**src/common/host_if_pkg.sv**
```systemverilog
// Shared widths and types for the host link; kind codes must match the host software
`default_nettype none

package host_if_pkg;

    localparam int word_w = 16;  // Host and buffer word
    localparam int addr_w = 10;  // Global buffer address

    // Transfer kinds, codes fixed by the host protocol
    typedef enum logic [3:0] {
        kind_cfg     = 4'd0,
        kind_act     = 4'd2,
        kind_flg_act = 4'd4,
        kind_wei     = 4'd6,
        kind_flg_wei = 4'd8,
        kind_flg_ofm = 4'd10,
        kind_ofm     = 4'd11
    } xfer_kind_t;

    typedef logic [word_w-1:0] data_word_t;

    // Receive FIFO entry
    typedef struct packed {
        logic       last;  // Closes the transfer
        data_word_t data;
    } in_word_t;

    // Host to chip direction
    function automatic logic is_inbound(input xfer_kind_t kind);
        return !(kind == kind_flg_ofm || kind == kind_ofm);
    endfunction

endpackage

`default_nettype wire

```
**src/common/xfer_if.sv**
```systemverilog
// Grant and completion between arbiter and paths; kind is stable from start until done
`default_nettype none
`timescale 1ns/100ps

interface xfer_if;
    import host_if_pkg::*;

    logic       start;     // One-cycle grant pulse
    xfer_kind_t kind;      // Granted kind
    logic       in_done;   // Inbound transfer finished
    logic       out_done;  // Outbound transfer finished

    modport arbiter (
        output start, kind,
        input  in_done, out_done
    );

    modport inbound (
        input  start, kind,
        output in_done
    );

    modport outbound (
        input  start, kind,
        output out_done
    );

endinterface

`default_nettype wire

```
**src/design/host_if.sv**
```systemverilog
// Host link top; host ports run in the chip clock, and the global buffers are outside
`default_nettype none
`timescale 1ns/100ps

module host_if #(
    parameter int FIFO_DEPTH      = 16,
    parameter int NEAR_FULL_LEVEL = 12,
    parameter int OFM_BURST       = 8
) (
    input  logic                           clk,
    input  logic                           rst_n,
    // Host side
    input  logic                           host_wr,
    input  host_if_pkg::data_word_t        host_wdata,
    input  logic                           host_last,
    input  logic                           host_rd,
    output host_if_pkg::data_word_t        host_rdata,
    output logic                           host_rvalid,
    output logic                           host_req,
    output host_if_pkg::xfer_kind_t        host_kind,
    output logic                           near_full,
    // Core requests and address clears
    input  logic                           cfg_req,
    input  logic                           load_wei,
    input  logic                           load_act,
    input  logic                           ofm_ready,
    input  logic                           reset_wei,
    input  logic                           reset_act,
    input  logic                           reset_ofm,
    // Buffer write port
    output logic                           gbf_wr_en,
    output host_if_pkg::xfer_kind_t        gbf_wr_kind,
    output logic [host_if_pkg::addr_w-1:0] gbf_wr_addr,
    output host_if_pkg::data_word_t        gbf_wr_data,
    // Buffer read port
    output logic                           gbf_rd_en,
    output host_if_pkg::xfer_kind_t        gbf_rd_kind,
    output logic [host_if_pkg::addr_w-1:0] gbf_rd_addr,
    input  host_if_pkg::data_word_t        gbf_rd_data,
    // Configuration words
    output logic                           cfg_valid,
    output host_if_pkg::data_word_t        cfg_data
);

    xfer_if xfer ();

    xfer_arbiter arbiter_i (
        .clk       (clk),
        .rst_n     (rst_n),
        .cfg_req   (cfg_req),
        .load_wei  (load_wei),
        .load_act  (load_act),
        .ofm_ready (ofm_ready),
        .xfer      (xfer.arbiter),
        .host_req  (host_req),
        .host_kind (host_kind)
    );

    inbound_path #(
        .FIFO_DEPTH      (FIFO_DEPTH),
        .NEAR_FULL_LEVEL (NEAR_FULL_LEVEL)
    ) inbound_i (
        .clk         (clk),
        .rst_n       (rst_n),
        .host_wr     (host_wr),
        .host_last   (host_last),
        .reset_wei   (reset_wei),
        .reset_act   (reset_act),
        .host_wdata  (host_wdata),
        .xfer        (xfer.inbound),
        .near_full   (near_full),
        .gbf_wr_en   (gbf_wr_en),
        .cfg_valid   (cfg_valid),
        .gbf_wr_kind (gbf_wr_kind),
        .gbf_wr_addr (gbf_wr_addr),
        .gbf_wr_data (gbf_wr_data),
        .cfg_data    (cfg_data)
    );

    outbound_path #(
        .FIFO_DEPTH (FIFO_DEPTH),
        .OFM_BURST  (OFM_BURST)
    ) outbound_i (
        .clk         (clk),
        .rst_n       (rst_n),
        .host_rd     (host_rd),
        .reset_ofm   (reset_ofm),
        .gbf_rd_data (gbf_rd_data),
        .xfer        (xfer.outbound),
        .gbf_rd_en   (gbf_rd_en),
        .host_rvalid (host_rvalid),
        .gbf_rd_kind (gbf_rd_kind),
        .gbf_rd_addr (gbf_rd_addr),
        .host_rdata  (host_rdata)
    );

endmodule

`default_nettype wire

```
**src/design/sync_fifo.sv**
```systemverilog
// Single-clock FIFO with the head visible on rdata; FIFO_DEPTH >= 2, pushes while full are lost
`default_nettype none
`timescale 1ns/100ps

module sync_fifo #(
    parameter int  FIFO_DEPTH = 16,
    parameter type payload_t  = logic [7:0]
) (
    input  logic                              clk,
    input  logic                              rst_n,
    input  logic                              push,
    input  logic                              pop,
    input  payload_t                          wdata,
    output payload_t                          rdata,
    output logic [$clog2(FIFO_DEPTH + 1)-1:0] count,
    output logic                              empty,
    output logic                              full
);
    localparam int PTR_W = $clog2(FIFO_DEPTH);

    payload_t         mem [FIFO_DEPTH];
    logic [PTR_W-1:0] wr_ptr;
    logic [PTR_W-1:0] rd_ptr;
    logic             do_push;
    logic             do_pop;

    assign do_push = push && !full;
    assign do_pop  = pop && !empty;
    assign empty   = (count == '0);
    assign full    = (count == FIFO_DEPTH);
    assign rdata   = mem[rd_ptr];  // No read latency

    always_ff @(posedge clk) begin
        if (do_push) begin
            mem[wr_ptr] <= wdata;
        end
    end

    always_ff @(posedge clk or negedge rst_n) begin
        if (!rst_n) begin
            wr_ptr <= '0;
            rd_ptr <= '0;
            count  <= '0;
        end else begin
            if (do_push) begin
                wr_ptr <= (wr_ptr == PTR_W'(FIFO_DEPTH - 1)) ? '0 : wr_ptr + 1'b1;
            end
            if (do_pop) begin
                rd_ptr <= (rd_ptr == PTR_W'(FIFO_DEPTH - 1)) ? '0 : rd_ptr + 1'b1;
            end
            // Simultaneous push and pop leaves count alone
            if (do_push && !do_pop) begin
                count <= count + 1'b1;
            end else if (do_pop && !do_push) begin
                count <= count - 1'b1;
            end
        end
    end

endmodule

`default_nettype wire

```
**src/design/xfer_arbiter.sv**
```systemverilog
// One transfer at a time; requests arriving during a grant stay pending, repeats merge
`default_nettype none
`timescale 1ns/100ps

module xfer_arbiter (
    input  logic                    clk,
    input  logic                    rst_n,
    input  logic                    cfg_req,
    input  logic                    load_wei,
    input  logic                    load_act,
    input  logic                    ofm_ready,
    xfer_if.arbiter                 xfer,
    output logic                    host_req,
    output host_if_pkg::xfer_kind_t host_kind
);
    import host_if_pkg::*;

    localparam int N_KIND = 7;

    // Index 0 wins
    localparam xfer_kind_t grant_order [N_KIND] = '{
        kind_cfg, kind_flg_wei, kind_wei, kind_flg_act, kind_act, kind_flg_ofm, kind_ofm
    };

    logic [N_KIND-1:0] pend;
    logic [N_KIND-1:0] req_set;
    logic [N_KIND-1:0] pick;
    logic [N_KIND-1:0] grant;
    xfer_kind_t        pick_kind;
    logic              done;

    // ========================================================================
    // Request collection and selection
    // ========================================================================
    // A load asks for the flag stream first, then the data
    assign req_set = {ofm_ready, ofm_ready, load_act, load_act, load_wei, load_wei, cfg_req};

    always_comb begin
        pick      = '0;
        pick_kind = kind_cfg;
        for (int i = N_KIND - 1; i >= 0; i--) begin
            if (pend[i]) begin
                pick      = '0;
                pick[i]   = 1'b1;
                pick_kind = grant_order[i];
            end
        end
    end

    assign grant = (!host_req && |pend) ? pick : '0;  // host_req doubles as busy

    // Completion comes from whichever path owns the kind
    assign done = is_inbound(xfer.kind) ? xfer.in_done : xfer.out_done;

    // ========================================================================
    // Grant register
    // ========================================================================
    always_ff @(posedge clk or negedge rst_n) begin
        if (!rst_n) begin
            pend       <= '0;
            host_req   <= 1'b0;
            xfer.start <= 1'b0;
            xfer.kind  <= kind_cfg;
        end else begin
            pend       <= (pend | req_set) & ~grant;
            xfer.start <= |grant;
            if (|grant) begin
                host_req  <= 1'b1;
                xfer.kind <= pick_kind;
            end else if (host_req && done) begin
                host_req <= 1'b0;  // Low the cycle after done
            end
        end
    end

    assign host_kind = xfer.kind;

endmodule

`default_nettype wire

```
**src/inbound/inbound_path.sv**
```systemverilog
// Host to buffer path; words sent before a grant wait in the FIFO, address counters wrap silently
`default_nettype none
`timescale 1ns/100ps

module inbound_path #(
    parameter int FIFO_DEPTH      = 16,
    parameter int NEAR_FULL_LEVEL = 12
) (
    input  logic                               clk,
    input  logic                               rst_n,
    input  logic                               host_wr,
    input  logic                               host_last,
    input  logic                               reset_wei,
    input  logic                               reset_act,
    input  host_if_pkg::data_word_t            host_wdata,
    xfer_if.inbound                            xfer,
    output logic                               near_full,
    output logic                               gbf_wr_en,
    output logic                               cfg_valid,
    output host_if_pkg::xfer_kind_t            gbf_wr_kind,
    output logic [host_if_pkg::addr_w-1:0]     gbf_wr_addr,
    output host_if_pkg::data_word_t            gbf_wr_data,
    output host_if_pkg::data_word_t            cfg_data
);
    import host_if_pkg::*;

    localparam int CNT_W = $clog2(FIFO_DEPTH + 1);

    in_word_t          rx_word;
    in_word_t          head;
    logic [CNT_W-1:0]  fill;
    logic              rx_empty;
    logic              active;
    logic              pop;
    logic              is_cfg;
    logic [1:0]        cnt_sel;
    logic [3:0]        cnt_clr;
    logic [addr_w-1:0] wr_addr [4];

    // ========================================================================
    // Receive FIFO
    // ========================================================================
    assign rx_word = '{last: host_last, data: host_wdata};

    sync_fifo #(
        .FIFO_DEPTH (FIFO_DEPTH),
        .payload_t  (in_word_t)
    ) rx_fifo (
        .clk   (clk),
        .rst_n (rst_n),
        .push  (host_wr),
        .pop   (pop),
        .wdata (rx_word),
        .rdata (head),
        .count (fill),
        .empty (rx_empty),
        .full  ()
    );

    assign near_full = (fill >= NEAR_FULL_LEVEL);

    // ========================================================================
    // Transfer control and steering
    // ========================================================================
    assign pop    = active && !rx_empty;  // One word per cycle
    assign is_cfg = (xfer.kind == kind_cfg);

    assign cfg_valid   = pop && is_cfg;
    assign cfg_data    = head.data;
    assign gbf_wr_en   = pop && !is_cfg;
    assign gbf_wr_kind = xfer.kind;
    assign gbf_wr_data = head.data;

    always_ff @(posedge clk or negedge rst_n) begin
        if (!rst_n) begin
            active       <= 1'b0;
            xfer.in_done <= 1'b0;
        end else begin
            xfer.in_done <= pop && head.last;
            if (xfer.start && is_inbound(xfer.kind)) begin
                active <= 1'b1;
            end else if (pop && head.last) begin
                active <= 1'b0;
            end
        end
    end

    // ========================================================================
    // Per-kind write address counters
    // ========================================================================
    always_comb begin
        case (xfer.kind)
            kind_flg_wei: cnt_sel = 2'd0;
            kind_wei:     cnt_sel = 2'd1;
            kind_flg_act: cnt_sel = 2'd2;
            default:      cnt_sel = 2'd3;  // act
        endcase
    end

    assign cnt_clr     = {reset_act, reset_act, reset_wei, reset_wei};
    assign gbf_wr_addr = wr_addr[cnt_sel];

    always_ff @(posedge clk or negedge rst_n) begin
        if (!rst_n) begin
            for (int i = 0; i < 4; i++) begin
                wr_addr[i] <= '0;
            end
        end else begin
            for (int i = 0; i < 4; i++) begin
                if (cnt_clr[i]) begin
                    wr_addr[i] <= '0;  // Clear beats a same-cycle write
                end else if (gbf_wr_en && cnt_sel == i) begin
                    wr_addr[i] <= wr_addr[i] + 1'b1;
                end
            end
        end
    end

endmodule

`default_nettype wire

```
**src/outbound/outbound_path.sv**
```systemverilog
// Buffer to host path; buffer read data must follow gbf_rd_en by exactly one cycle
`default_nettype none
`timescale 1ns/100ps

module outbound_path #(
    parameter int FIFO_DEPTH = 16,
    parameter int OFM_BURST  = 8
) (
    input  logic                           clk,
    input  logic                           rst_n,
    input  logic                           host_rd,
    input  logic                           reset_ofm,
    input  host_if_pkg::data_word_t        gbf_rd_data,
    xfer_if.outbound                       xfer,
    output logic                           gbf_rd_en,
    output logic                           host_rvalid,
    output host_if_pkg::xfer_kind_t        gbf_rd_kind,
    output logic [host_if_pkg::addr_w-1:0] gbf_rd_addr,
    output host_if_pkg::data_word_t        host_rdata
);
    import host_if_pkg::*;

    localparam int CNT_W   = $clog2(FIFO_DEPTH + 1);
    localparam int BURST_W = $clog2(OFM_BURST + 1);

    logic               active;
    logic [BURST_W-1:0] issued;
    logic               last_rd;
    logic               rd_en_d;    // Read in flight
    logic               last_rd_d;
    logic [CNT_W-1:0]   fill;
    logic               tx_empty;
    logic               tx_pop;
    data_word_t         head;
    logic               cnt_sel;
    logic [addr_w-1:0]  rd_addr [2];

    // ========================================================================
    // Read sequencing
    // ========================================================================
    // Stall while the FIFO could not take the returning word
    assign gbf_rd_en   = active && (int'(fill) + int'(rd_en_d) < FIFO_DEPTH);
    assign last_rd     = gbf_rd_en && (issued == BURST_W'(OFM_BURST - 1));
    assign gbf_rd_kind = xfer.kind;
    assign cnt_sel     = (xfer.kind == kind_ofm);  // 0 flg_ofm, 1 ofm
    assign gbf_rd_addr = rd_addr[cnt_sel];

    always_ff @(posedge clk or negedge rst_n) begin
        if (!rst_n) begin
            active        <= 1'b0;
            issued        <= '0;
            rd_en_d       <= 1'b0;
            last_rd_d     <= 1'b0;
            xfer.out_done <= 1'b0;
        end else begin
            rd_en_d       <= gbf_rd_en;
            last_rd_d     <= last_rd;
            xfer.out_done <= last_rd_d;  // After the final push
            if (xfer.start && !is_inbound(xfer.kind)) begin
                active <= 1'b1;
                issued <= '0;
            end else if (gbf_rd_en) begin
                issued <= issued + 1'b1;
                if (last_rd) begin
                    active <= 1'b0;
                end
            end
        end
    end

    // Read addresses carry over between bursts
    always_ff @(posedge clk or negedge rst_n) begin
        if (!rst_n) begin
            rd_addr[0] <= '0;
            rd_addr[1] <= '0;
        end else if (reset_ofm) begin
            rd_addr[0] <= '0;
            rd_addr[1] <= '0;
        end else if (gbf_rd_en) begin
            rd_addr[cnt_sel] <= rd_addr[cnt_sel] + 1'b1;
        end
    end

    // ========================================================================
    // Send FIFO and host read port
    // ========================================================================
    sync_fifo #(
        .FIFO_DEPTH (FIFO_DEPTH),
        .payload_t  (data_word_t)
    ) tx_fifo (
        .clk   (clk),
        .rst_n (rst_n),
        .push  (rd_en_d),
        .pop   (tx_pop),
        .wdata (gbf_rd_data),
        .rdata (head),
        .count (fill),
        .empty (tx_empty),
        .full  ()
    );

    assign tx_pop = host_rd && !tx_empty;

    always_ff @(posedge clk or negedge rst_n) begin
        if (!rst_n) begin
            host_rvalid <= 1'b0;
        end else begin
            host_rvalid <= tx_pop;  // Low for a read on empty
        end
    end

    always_ff @(posedge clk) begin
        if (tx_pop) begin
            host_rdata <= head;
        end
    end

endmodule

`default_nettype wire
```
**config.mk**
```make
export PLATFORM = sky130hd
export DESIGN_NAME = host_if
export DESIGN_NICKNAME = d
export VERILOG_FILES = /design/src/common/host_if_pkg.sv /design/src/common/xfer_if.sv /design/src/design/host_if.sv /design/src/design/sync_fifo.sv /design/src/design/xfer_arbiter.sv /design/src/inbound/inbound_path.sv /design/src/outbound/outbound_path.sv
export SDC_FILE = /design/constraint.sdc
export NUM_CORES = 1
export LEC_CHECK = 0
export ABC_CLOCK_PERIOD_IN_PS = 9850
export BUFFER_PORTS_ARGS = -buffer_cell sky130_fd_sc_hd__buf_2
export CAP_MARGIN = 10
export CORE_MARGIN = 10
export CORE_UTILIZATION = 31
export CTS_CLUSTER_DIAMETER = 50
export DETAILED_ROUTE_END_ITERATION = 10
export PLACE_DENSITY_LB_ADDON = 0.3
export SLEW_MARGIN = 40
export SYNTH_ARGS = -nofsm -noshare
export SYNTH_HDL_FRONTEND = slang
export SYNTH_SLANG_ARGS = --single-unit
```
**constraint.sdc**
```tcl
create_clock -name clk -period 9.85 [get_ports clk]
set_clock_uncertainty 0.15 [all_clocks]
set_input_delay 0.985 -clock clk [delete_from_list [all_inputs] [get_ports clk]]
set_output_delay 0.985 -clock clk [all_outputs]
set_load 0.05 [all_outputs]
```
-- Word level (Yosys, flattened, before mapping)
Memories as Yosys holds them, arrays and structs flattened. A register that Yosys moved wholly into a read port is not among the register bits.
Index checks and enable logic that the tools add are counted.
- flip-flop bits (word level): 110
- bits in writable memories: 528
- input port bits: 44
- output and inout port bits: 86
- logic and storage cells: 177
- memories: 2
- memory list (memory ; depth ; bits a word ; rd ports ; clocked after Yosys merged registers in ; wr ports ; RTL line ; RTL):
    inbound_i.rx_fifo.mem ; 16 ; 17 ; 1 ; 0 ; 1 ; sync_fifo.sv:21 ; payload_t mem [FIFO_DEPTH];
    outbound_i.tx_fifo.mem ; 16 ; 16 ; 1 ; 1 ; 1 ; sync_fifo.sv:21 ;
- add/sub/neg operators: 15
- magnitude comparators: 5
- eq/ne operators: 15
- muxes and demuxes: 57
- bitwise logic cells: 5
- reduce and logical (&&, ||, !) cells: 54
- operators with widths (kind ; number):
    10-bit 2-to-1 mux ; 14
    7-bit 2-to-1 mux ; 8
    4-bit 2-to-1 mux ; 13
    10-bit by 1-bit adder with 10-bit output (second input constant) ; 5
    20-bit 2-to-1 mux ; 2
    32-bit by 6-bit < comparator with 1-bit output (second input constant) ; 1
    4-bit equality test (second input constant) ; 7
    1-bit logical AND ; 24
    2-bit nonzero test ; 11
    4-bit by 1-bit adder with 4-bit output (second input constant) ; 5
    10-bit binary-select mux with 2-bit select ; 1
    20-bit bitwise mux ; 1
    5-bit 2-to-1 mux ; 4
    7-bit OR reduction ; 2
    4-bit by 3-bit equality test with 1-bit output (second input constant) ; 3
    1-bit 2-to-1 mux ; 12
    1-bit zero test ; 11
    5-bit by 1-bit adder with 5-bit output (second input constant) ; 2
    10-bit demux with 1-bit select ; 1
    5-bit equality test (second input constant) ; 2
    5-bit zero test ; 2
    5-bit by 1-bit subtractor with 5-bit output (second input constant) ; 2
    7-bit AND ; 1
    7-bit inverter ; 1
    other kinds (15) ; 16

-- Longest topological paths before layout
Gate-level depths: netlist (run 1).
- depth in word-level cells: 10
- gate-level depth with buffers: 12
- gate-level depth less buffers: 11

-- Modules after synthesis
A second synthesis (run 1) with hierarchy kept.
- cell total of the unflattened synthesis: 1665
- area, all modules: 27476.4 µm²
- by module, submodules not included (module ; times used ; cells an instance ; area an instance (µm²) ; seq. area each (µm²)):
    sync_fifo (inbound_i.rx_fifo) ; 1 ; 576 ; 11392.2 ; 8493.1
    sync_fifo (outbound_i.tx_fifo) ; 1 ; 548 ; 10854.2 ; 8012.7
    inbound_path ; 1 ; 291 ; 2573.7 ; 1051.0
    outbound_path ; 1 ; 194 ; 2073.2 ; 1206.2
    xfer_arbiter ; 1 ; 56 ; 583.1 ; 325.3

-- Worst setup path before layout (run 1)
Ideal clock, no wire load.
- kind: register -> register
- start: register arbiter_i.xfer.kind[3], in the netlist arbiter_i.host_kind[3]
- end: register outbound_i.rd_addr[4] in the netlist's numbering
- library setup time: 0.132 ns
- arrival time: 3.456 ns
- required time: 9.568 ns
- path slack: 6.112 ns
- cell stages (with the launch flop): 13
- buffers on the path: 2
- period minus slack after synthesis: 3.738 ns
- cell sequence: dfrtp_1 buf_2 nor2b_1 and3_1 clkbuf_1 nand2_1 nand2_1 ha_1 inv_1 a2111oi_0 nand3_1 xor2_1 nor2_1
- cells in the longest elaborated chain, start to end: 9
- elaborated cells between the ends (all ways): 14
- classes of those cells: 1 x add/sub; 2 x order compare; 1 x eq/ne; 8 x mux; 1 x bitwise; 1 x reduce/logical
- ends and longest elaborated chain (what ; RTL line ; RTL):
    start: declaration ; xfer_if.sv:14 ; output start, kind,
    start signal: assignment ; xfer_arbiter.sv:63 ; xfer.kind <= kind_cfg;
    start signal: assignment ; xfer_arbiter.sv:69 ; xfer.kind <= pick_kind;
    4-bit equality test ; outbound_path.sv:45 ; assign cnt_sel = (xfer.kind == kind_ofm);
    1-bit inverter with 2-bit output ; -- ;
    10-bit 2-to-1 mux (3 in series) ; -- ;
    via gbf_rd_addr, one bit ; host_if.sv:38 ; output logic [host_if_pkg::addr_w-1:0] gbf_rd_addr,
    10-bit by 1-bit adder with 10-bit output ; outbound_path.sv:80 ; rd_addr[cnt_sel] <= rd_addr[cnt_sel] + 1'b1;
    20-bit bitwise mux ; outbound_path.sv:80 ;
    20-bit 2-to-1 mux ; outbound_path.sv:79 ; end else if (gbf_rd_en) begin
    20-bit 2-to-1 mux ; outbound_path.sv:76 ; end else if (reset_ofm) begin
    end signal: indexed assignment ; outbound_path.sv:80 ;
    end: declaration ; outbound_path.sv:36 ; logic [addr_w-1:0] rd_addr [2];
The timed path passes the listed nets, and every way through them passes these cells. The select of a mux whose other input is x is not followed.
A chain may end at the register's enable or synchronous reset.

-- Worst setup path in the final report (run 1)
- start: register inbound_i.rx_fifo.rd_ptr[0]
- end: output cfg_data[2]
- cells in the longest elaborated chain, start to end: 1
- ends and longest elaborated chain (what ; RTL line ; RTL):
    start: declaration ; sync_fifo.sv:23 ; logic [PTR_W-1:0] rd_ptr;
    start signal: assignment ; sync_fifo.sv:49 ; rd_ptr <= (rd_ptr == PTR_W'(FIFO_DEPTH - 1)) ? '0 : rd_ptr + 1'b1;
    memory read 16 x 17 bit ; -- ;
    end: declaration ; host_if.sv:42 ; output host_if_pkg::data_word_t cfg_data
No other way between the ends.

==> impl_metrics.prom, run 1 <==
# TYPE chip_impl_metric gauge
chip_impl_metric{name="detailed_route_via_count",unit=""} 14800
chip_impl_metric{name="wl_met3",unit="microns"} 2750
chip_impl_metric{name="max_freq",unit="GHz"} 0.215
chip_impl_metric{name="timing_max_transition_violations_final",unit=""} 0
chip_impl_metric{name="p_per_area",unit="mW/mm^2"} 315
chip_impl_metric{name="totalNegativeSetupSlack",unit="ns"} 0
chip_impl_metric{name="worstPathArrival",unit="ns"} 3.51
chip_impl_metric{name="wl",unit="microns"} 62000
chip_impl_metric{name="insertion_delay",unit="ns"} 0.64
chip_impl_info{name="synth.area.top_cells",value="sky130_fd_sc_hd__edfxtp_1 (61%), sky130_fd_sc_hd__dfrtp_1 (10%), sky130_fd_sc_hd__mux4_2 (5.7%)"} 1
chip_impl_metric{name="worst-path-max-fanout",unit=""} 63
chip_impl_metric{name="holdWs",unit="ns"} 0.207
chip_impl_metric{name="number_of_antenna_violations_at_the_first_check_in_global_routing",unit=""} 5
chip_impl_metric{name="crit_cells",unit=""} 6
chip_impl_metric{name="largest_net_degree_at_the_start_of_global_routing",unit=""} 66
chip_impl_metric{name="syn_avg_cell_area",unit="sq um"} 16.0
chip_impl_info{name="cp_cell_sequence",value="buf_6 > mux2i_1 > a221oi_1 > o21ai_0 > nand2_1 > buf_2"} 1
chip_impl_metric{name="place_congestion",unit=""} 0.753
chip_impl_metric{name="cts.repair.resized",unit=""} 0
chip_impl_metric{name="worst-endpoint-required",unit="ns"} 8.72
chip_impl_metric{name="reg2regPathDepth",unit=""} 11
chip_impl_metric{name="cts.sink_count",unit=""} 654
chip_impl_info{name="endpoint_kind",value="primary output"} 1
chip_impl_metric{name="initial_utilization",unit="%"} 31.4
chip_impl_metric{name="core-area",unit="sq mm"} 0.0855
chip_impl_info{name="synth_top_cell_by_area",value="sky130_fd_sc_hd__edfxtp_1"} 1
chip_impl_metric{name="fp.dieW",unit="microns"} 314
chip_impl_metric{name="postSynthRegisterBits",unit=""} 654
chip_impl_info{name="cpLargestDelayFamily",value="buffers and inverters"} 1
chip_impl_metric{name="grt_use_total",unit="%"} 12.3
chip_impl_metric{name="post_cts_hold_buffer_count",unit=""} 0
chip_impl_info{name="synth_flop_cell",value="sky130_fd_sc_hd__edfxtp_1"} 1
chip_impl_metric{name="post-cts-setup-buffers",unit=""} 0
chip_impl_metric{name="syn-num-nets",unit=""} 1749
chip_impl_info{name="tritoncts",value="built"} 1
chip_impl_metric{name="finalHoldViolCount",unit=""} 0
chip_impl_metric{name="wire_per_inst",unit="microns"} 20.4
chip_impl_metric{name="synth.top_cell.area_share",unit="%"} 60.8
chip_impl_metric{name="mappedNetlistArea",unit="sq mm"} 0.0268
chip_impl_info{name="grt_setup_unrepaired",value="no"} 1
chip_impl_info{name="layout_commonest_cell",value="sky130_fd_sc_hd__edfxtp_1"} 1
chip_impl_info{name="maxUsedRoutingLayer",value="met5"} 1
chip_impl_info{name="clockRootBuffer",value="sky130_fd_sc_hd__clkbuf_16"} 1
chip_impl_metric{name="synthDistinctLibCells",unit=""} 65
chip_impl_info{name="most_frequent_cells_in_the_layout",value="sky130_fd_sc_hd__edfxtp_1 (544), sky130_fd_sc_hd__buf_2 (129), sky130_fd_sc_hd__nand2_1 (122)"} 1
chip_impl_metric{name="synth_instances",unit=""} 1679
chip_impl_metric{name="antenna_violating_nets_post_route",unit=""} 0
chip_impl_metric{name="cp_slowest_stage_delay",unit="ns"} 0.93
chip_impl_metric{name="die_height",unit="microns"} 314
chip_impl_metric{name="synthArstFlopShare",unit="%"} 16.8
chip_impl_metric{name="io_pins",unit=""} 130
chip_impl_metric{name="drt-met1-wl",unit="microns"} 26000
chip_impl_info{name="min_path_type",value="input pin to asynchronous set/reset pin"} 1
chip_impl_metric{name="cts_htree_levels",unit=""} 3
chip_impl_metric{name="cts.reportedPaths.clkPinSlew",unit="ns"} 0.05
chip_impl_metric{name="met2WireLength",unit="microns"} 31600
chip_impl_metric{name="post_drt_via_cell_ratio",unit=""} 4.87
chip_impl_info{name="status",value="finished clean"} 1
chip_impl_metric{name="sequential_to_total_area_share_from_yosys_stat",unit="%"} 71.1
chip_impl_metric{name="layout.nets",unit=""} 1908
chip_impl_metric{name="detailedRoute.firstPassIterationCount",unit=""} 7
chip_impl_metric{name="yosys_warnings",unit=""} 0
chip_impl_metric{name="slew_headroom",unit="%"} 47.5
chip_impl_metric{name="placement.io_buffers",unit=""} 129
chip_impl_metric{name="grt_first_pass_wirelength",unit="microns"} 94500
chip_impl_metric{name="maxCapViolations",unit=""} 0
chip_impl_metric{name="tritoncts.num_buffers",unit=""} 84
chip_impl_metric{name="overflow",unit=""} 0
chip_impl_metric{name="final_period_minus_worst_setup_slack",unit="ns"} 4.64
chip_impl_metric{name="number_of_design_rule_violations_left_by_the_first_detailed_router_iteration",unit=""} 786
chip_impl_metric{name="final_period_util",unit="%"} 47.1
chip_impl_metric{name="die_footprint",unit="sq mm"} 0.0988
chip_impl_info{name="slowest_stage",value="sky130_fd_sc_hd__dfrtp_4"} 1
chip_impl_metric{name="detail_route.drc_violations",unit=""} 0
chip_impl_metric{name="final-setup-viol-count",unit=""} 0
chip_impl_metric{name="max-vdd-ir-drop",unit="mV"} 0.332
chip_impl_metric{name="fp_rows",unit=""} 107
chip_impl_metric{name="share_of_post_route_cells_with_drive_strength_above_1",unit="%"} 23.8
chip_impl_metric{name="cts.path.max_buffers",unit=""} 3
chip_impl_info{name="worstSetupPathType",value="flop to primary output"} 1
chip_impl_metric{name="hpwlAfterDp",unit="microns"} 36800
chip_impl_metric{name="first_global_vias",unit=""} 15400
chip_impl_metric{name="synthToLayoutAreaGrowth",unit="%"} 18.4
chip_impl_metric{name="synth_edf_count",unit=""} 544
chip_impl_metric{name="timing.critical_path.buf_inv",unit=""} 2
chip_impl_metric{name="timing.reg2reg.setup_slack",unit="ns"} 6.45
chip_impl_metric{name="leakagePower",unit="nW"} 11.3
chip_impl_metric{name="worst_slew_pin_slew",unit="ns"} 0.787
chip_impl_info{name="startpoint_class",value="flop"} 1
-- layer usage --
layer  GRT usage, %  vias up
met5              0        -
met4           4.22        8
met3           2.30      110
met2           21.5      332
met1           15.1     7608
li1               -     6780
-- final timing paths --
path | start | end
worst max-delay path | inbound_i.rx_fifo.rd_ptr[0] | cfg_data[2]
worst min-delay path | rst_n | inbound_i.wr_addr[7]
worst max register to register | inbound_i.rx_fifo.count[0] | inbound_i.rx_fifo.count[4]
worst min register to register | outbound_i.last_rd_d | outbound_i.xfer.out_done
max in group asynchronous | rst_n | outbound_i.tx_fifo.rd_ptr[0]
min in group clk | outbound_i.last_rd_d | outbound_i.xfer.out_done
-- cell families after synthesis --
family | count (synthesis) | synth area share [%]
flops | 654 | 71.1
simple gates | 331 | 5.77
compound gates | 257 | 6.07
mux | 217 | 11.4
buf+inv | 128 | 2.22
xor+xnor | 66 | 2.15
fa+ha+maj | 26 | 1.27
-- where the power goes --
part | total [mW] | switching, mW | leakage, nW | internal [mW]
logic | 3.28 | 2.20 | 3.58 | 1.08
clock network | 3.08 | 1.19 | 1.38 | 1.88
registers | 3.65 | 0.308 | 6.34 | 3.34
-- area by class of cell --
| type | instances | area [sq um] |
|---|---|---|
| clock inverters | 49 | 637 |
| clock buffers | 99 | 2210 |
| multi-input cells | 897 | 7260 |
| fillers | 7943 | 53800 |
| flip-flops and latches | 654 | 19100 |
| inverters | 23 | 86.3 |
| repair buffers | 178 | 1060 |
| diodes | 1 | 2.50 |
| well taps | 1144 | 1430 |
-- cell usage after synthesis, drive strengths merged (17+ instances only) --
master,n
inv,22
nor2,102
nand3,23
xor2,45
dfrtp,110
mux4,68
edfxtp,544
a221oi,33
nand4,17
mux2,35
xnor2,21
clkbuf,55
ha,24
nand2,122
buf,50
o21ai,82
a21oi,62
mux2i,114
a22oi,32
-- through the flow --
step	utilization, %	cell area [sq um]	power [mW]	worst slack, ns	instances
after floorplan	-	26800	6.17	6.11	1679
after global placement	33.7	28800	6.95	5.51	2892
after detailed placement	33.8	28900	7.03	5.82	2896
after CTS	37.1	31800	10.1	5.15	3044
after global routing	37.2	31800	10.5	4.94	3044
final	37.2	31800	10.0	5.21	3045
-- flip-flops by register name, summed over array words and instances (netlist names), 4 cells and up --
name and flops:
outbound_i.issued 4, arbiter_i.pend 7, inbound_i.wr_addr 40, inbound_i.rx_fifo.rd_ptr 4, arbiter_i.host_kind 4, outbound_i.tx_fifo.rd_ptr 4
outbound_i.tx_fifo.count 5, inbound_i.rx_fifo.mem 272, outbound_i.tx_fifo.wr_ptr 4, inbound_i.rx_fifo.wr_ptr 4, outbound_i.tx_fifo.mem 256, inbound_i.rx_fifo.count 5
outbound_i.host_rdata 16, outbound_i.rd_addr 20
Power figures use the tool's default switching activity.
==> run 2: changes to the inputs <==
ABC_CLOCK_PERIOD_IN_PS = 4600   (was 9850)
clock period = 4.6 ns   (was 9.85 ns; I/O delays follow)
==> run 2 against run 1 <==
Sequential power is 110% higher. Die area stayed put. Non-clock buffer count is 15 higher. Register-to-register slack worse by 5.2 ns. Largest power group unchanged. Worst setup slack worse by 4.2 ns. Sequential share of layout area is 0.20 points lower. Critical path depth is 2 higher. Critical endpoint is now gbf_wr_data[7]. Core utilization is 0.12 points higher. Critical path type unchanged. Combinational power is 120% higher. Cell area is 0.33% higher. Clock-buffer cell count is 5 higher.
==> impl_metrics.prom, run 2 (synthesized netlist as in run 1, its figures left out) <==
# TYPE chip_impl_metric gauge
chip_impl_metric{name="number_of_antenna_violations_at_the_first_check_in_global_routing",unit=""} 2
chip_impl_metric{name="number_of_design_rule_violations_left_by_the_first_detailed_router_iteration",unit=""} 877
chip_impl_metric{name="sequential_cell_area",unit="sq mm"} 0.0191
chip_impl_metric{name="worst-path-max-fanout",unit=""} 30
chip_impl_metric{name="die_height",unit="microns"} 314
chip_impl_metric{name="cts.repair.resized",unit=""} 0
chip_impl_info{name="top_register",value="inbound_i.rx_fifo.mem"} 1
chip_impl_metric{name="largest_reg_flops",unit=""} 272
chip_impl_metric{name="die_footprint",unit="sq mm"} 0.0988
chip_impl_metric{name="place_congestion",unit=""} 0.783
chip_impl_info{name="endpoint_kind",value="primary output"} 1
chip_impl_info{name="grt_setup_unrepaired",value="no"} 1
chip_impl_metric{name="io_pins",unit=""} 130
chip_impl_metric{name="largest_net_degree_at_the_start_of_global_routing",unit=""} 52
chip_impl_metric{name="final_period_util",unit="%"} 78.1
chip_impl_metric{name="antenna_violating_nets_post_route",unit=""} 0
chip_impl_metric{name="cts_htree_levels",unit=""} 3
chip_impl_metric{name="placement.io_buffers",unit=""} 129
chip_impl_metric{name="wl",unit="microns"} 62000
chip_impl_metric{name="initial_utilization",unit="%"} 31.4
chip_impl_metric{name="detailed_route_via_count",unit=""} 14900
chip_impl_metric{name="cts.reportedPaths.clkPinSlew",unit="ns"} 0.06
chip_impl_metric{name="detail_route.drc_violations",unit=""} 0
chip_impl_metric{name="grt_first_pass_wirelength",unit="microns"} 94800
chip_impl_metric{name="detailedRoute.firstPassIterationCount",unit=""} 7
chip_impl_metric{name="share_of_post_route_cells_with_drive_strength_above_1",unit="%"} 23.4
chip_impl_info{name="worstSetupPathType",value="flop to primary output"} 1
chip_impl_metric{name="final-setup-viol-count",unit=""} 0
chip_impl_metric{name="core-area",unit="sq mm"} 0.0855
chip_impl_metric{name="cts.sink_count",unit=""} 654
chip_impl_metric{name="worst_slew_pin_slew",unit="ns"} 0.757
chip_impl_metric{name="synthToLayoutAreaGrowth",unit="%"} 18.8
chip_impl_metric{name="power",unit="mW"} 21.4
chip_impl_metric{name="slew_headroom",unit="%"} 49.1
chip_impl_metric{name="max_freq",unit="GHz"} 0.278
chip_impl_info{name="clockRootBuffer",value="sky130_fd_sc_hd__clkbuf_16"} 1
chip_impl_info{name="startpoint_class",value="flop"} 1
chip_impl_metric{name="totalNegativeSetupSlack",unit="ns"} 0
chip_impl_metric{name="wire_per_inst",unit="microns"} 20.2
chip_impl_info{name="biggestRegsByFlops",value="inbound_i.rx_fifo.mem: 272 flops, outbound_i.tx_fifo.mem: 256 flops, inbound_i.wr_addr: 40 flops"} 1
chip_impl_info{name="min_path_type",value="input pin to flop"} 1
chip_impl_metric{name="layout.nets",unit=""} 1923
chip_impl_metric{name="grt_use_total",unit="%"} 12.4
chip_impl_info{name="tritoncts",value="built"} 1
chip_impl_metric{name="grt_use_met1",unit="%"} 14.9
chip_impl_metric{name="post-cts-setup-buffers",unit=""} 0
chip_impl_metric{name="timing_max_transition_violations_final",unit=""} 0
chip_impl_metric{name="insertion_delay",unit="ns"} 0.64
chip_impl_metric{name="max-vdd-ir-drop",unit="mV"} 0.711
chip_impl_metric{name="post_drt_via_cell_ratio",unit=""} 4.84
chip_impl_metric{name="grt_util_met3",unit="%"} 2.05
chip_impl_metric{name="leakagePower",unit="nW"} 11.3
chip_impl_metric{name="p_per_area",unit="mW/mm^2"} 670
chip_impl_metric{name="final_period_minus_worst_setup_slack",unit="ns"} 3.59
chip_impl_metric{name="hpwlAfterDp",unit="microns"} 37500
chip_impl_metric{name="worstPathArrival",unit="ns"} 2.98
chip_impl_metric{name="fp_rows",unit=""} 107
chip_impl_metric{name="worst-endpoint-required",unit="ns"} 3.99
chip_impl_info{name="layout_commonest_cell",value="sky130_fd_sc_hd__edfxtp_1"} 1
chip_impl_metric{name="maxCapViolations",unit=""} 0
chip_impl_metric{name="finalHoldViolCount",unit=""} 0
chip_impl_metric{name="tritoncts.num_buffers",unit=""} 84
chip_impl_info{name="grt.busiest_layer",value="met2"} 1
chip_impl_metric{name="first_global_vias",unit=""} 15500
chip_impl_metric{name="area_of_combinational_cells_with_multiple_inputs",unit="sq mm"} 0.00725
chip_impl_metric{name="cts.path.max_buffers",unit=""} 3
chip_impl_metric{name="overflow",unit=""} 0
chip_impl_info{name="most_frequent_cells_in_the_layout",value="sky130_fd_sc_hd__edfxtp_1 (544), sky130_fd_sc_hd__buf_2 (129), sky130_fd_sc_hd__nand2_1 (122)"} 1
chip_impl_metric{name="use_met2",unit="%"} 22.1
chip_impl_metric{name="fp.dieW",unit="microns"} 314
chip_impl_info{name="status",value="finished clean"} 1
chip_impl_metric{name="filler_cell_count",unit=""} 7909
-- run 2: cell types whose count changed in the layout (fill, tap and decap cells not counted), sizes merged --
cell,delta
clkinv,-3
clkbuf,+5
dlygate4sd3,+12
inv,+9
bufinv,-4
buf,+3
-- run 2: worst max-delay path, stage by stage (launching register included) --
cell                      delay, ns
sky130_fd_sc_hd__dfrtp_4       0.61
sky130_fd_sc_hd__buf_12        0.28
sky130_fd_sc_hd__buf_12        0.27
sky130_fd_sc_hd__mux2_2        0.37
sky130_fd_sc_hd__o21ai_0       0.17
sky130_fd_sc_hd__a21oi_1       0.08
sky130_fd_sc_hd__o21ai_0       0.18
sky130_fd_sc_hd__nand2_1       0.11
sky130_fd_sc_hd__buf_2         0.22
-- run 2: layout make-up --
type	count	share of cell area, %
Sequential cell	654	59.9
Inverter	23	0.271
Timing Repair Buffer	193	3.86
Antenna cell	1	0.00785
Tap cell	1144	4.49
Multi-Input combinational cell	897	22.7
Clock buffer	104	6.92
Clock inverter	51	1.83
-- run 2: report_power, final --
part / leakage (nW) / switching [mW] / internal, mW / total (mW)
combinational: 3.65 / 4.80 / 2.35 / 7.15
sequential: 6.34 / 0.615 / 7.15 / 7.77
clock: 1.34 / 2.62 / 3.83 / 6.45
-- run 2: worst paths after layout --
path | from | endpoint | slack (ns) | cells after the start
setup / recovery | inbound_i.rx_fifo.rd_ptr[0] | gbf_wr_data[7] | 1.01 | 8
hold reg to reg | outbound_i.last_rd_d | outbound_i.xfer.out_done | 0.21 | 0
setup reg to reg | inbound_i.rx_fifo.count[0] | inbound_i.rx_fifo.count[4] | 1.22 | 12
max in group asynchronous | rst_n | inbound_i.rx_fifo.rd_ptr[0] | 3.08 | 3
hold / removal | host_wdata[7] | inbound_i.rx_fifo.mem[2][7] | 0.04 | 1
min in group asynchronous | rst_n | inbound_i.wr_addr[7] | 0.24 | 2
-- run 2: metrics by stage --
step	utilization [%]	hold WS [ns]	area (sq um)	setup WS [ns]	std cells
after floorplan	-	0.0144	26800	0.862	1679
after detailed placement	33.8	0.186	29000	1.25	2898
final	37.3	0.0419	31900	1.01	3067
after CTS	37.3	0.00271	31900	0.773	3065
after global routing	37.3	0.0301	31900	0.736	3067
after global placement	33.8	0.195	28900	1.31	2897
-- run 2: repair_timing --
action / CTS / global route
endpoints found under the hold margin: 102 / 0
hold buffers: 12 / 0
endpoints found under the setup margin: 0 / 0
-- run 2: metal layers --
layer,vias to the layer above,routed length (microns)
met5,-,0
met4,0,1790
met3,112,2260
met2,314,32200
met1,7607,25700
li1,6826,-
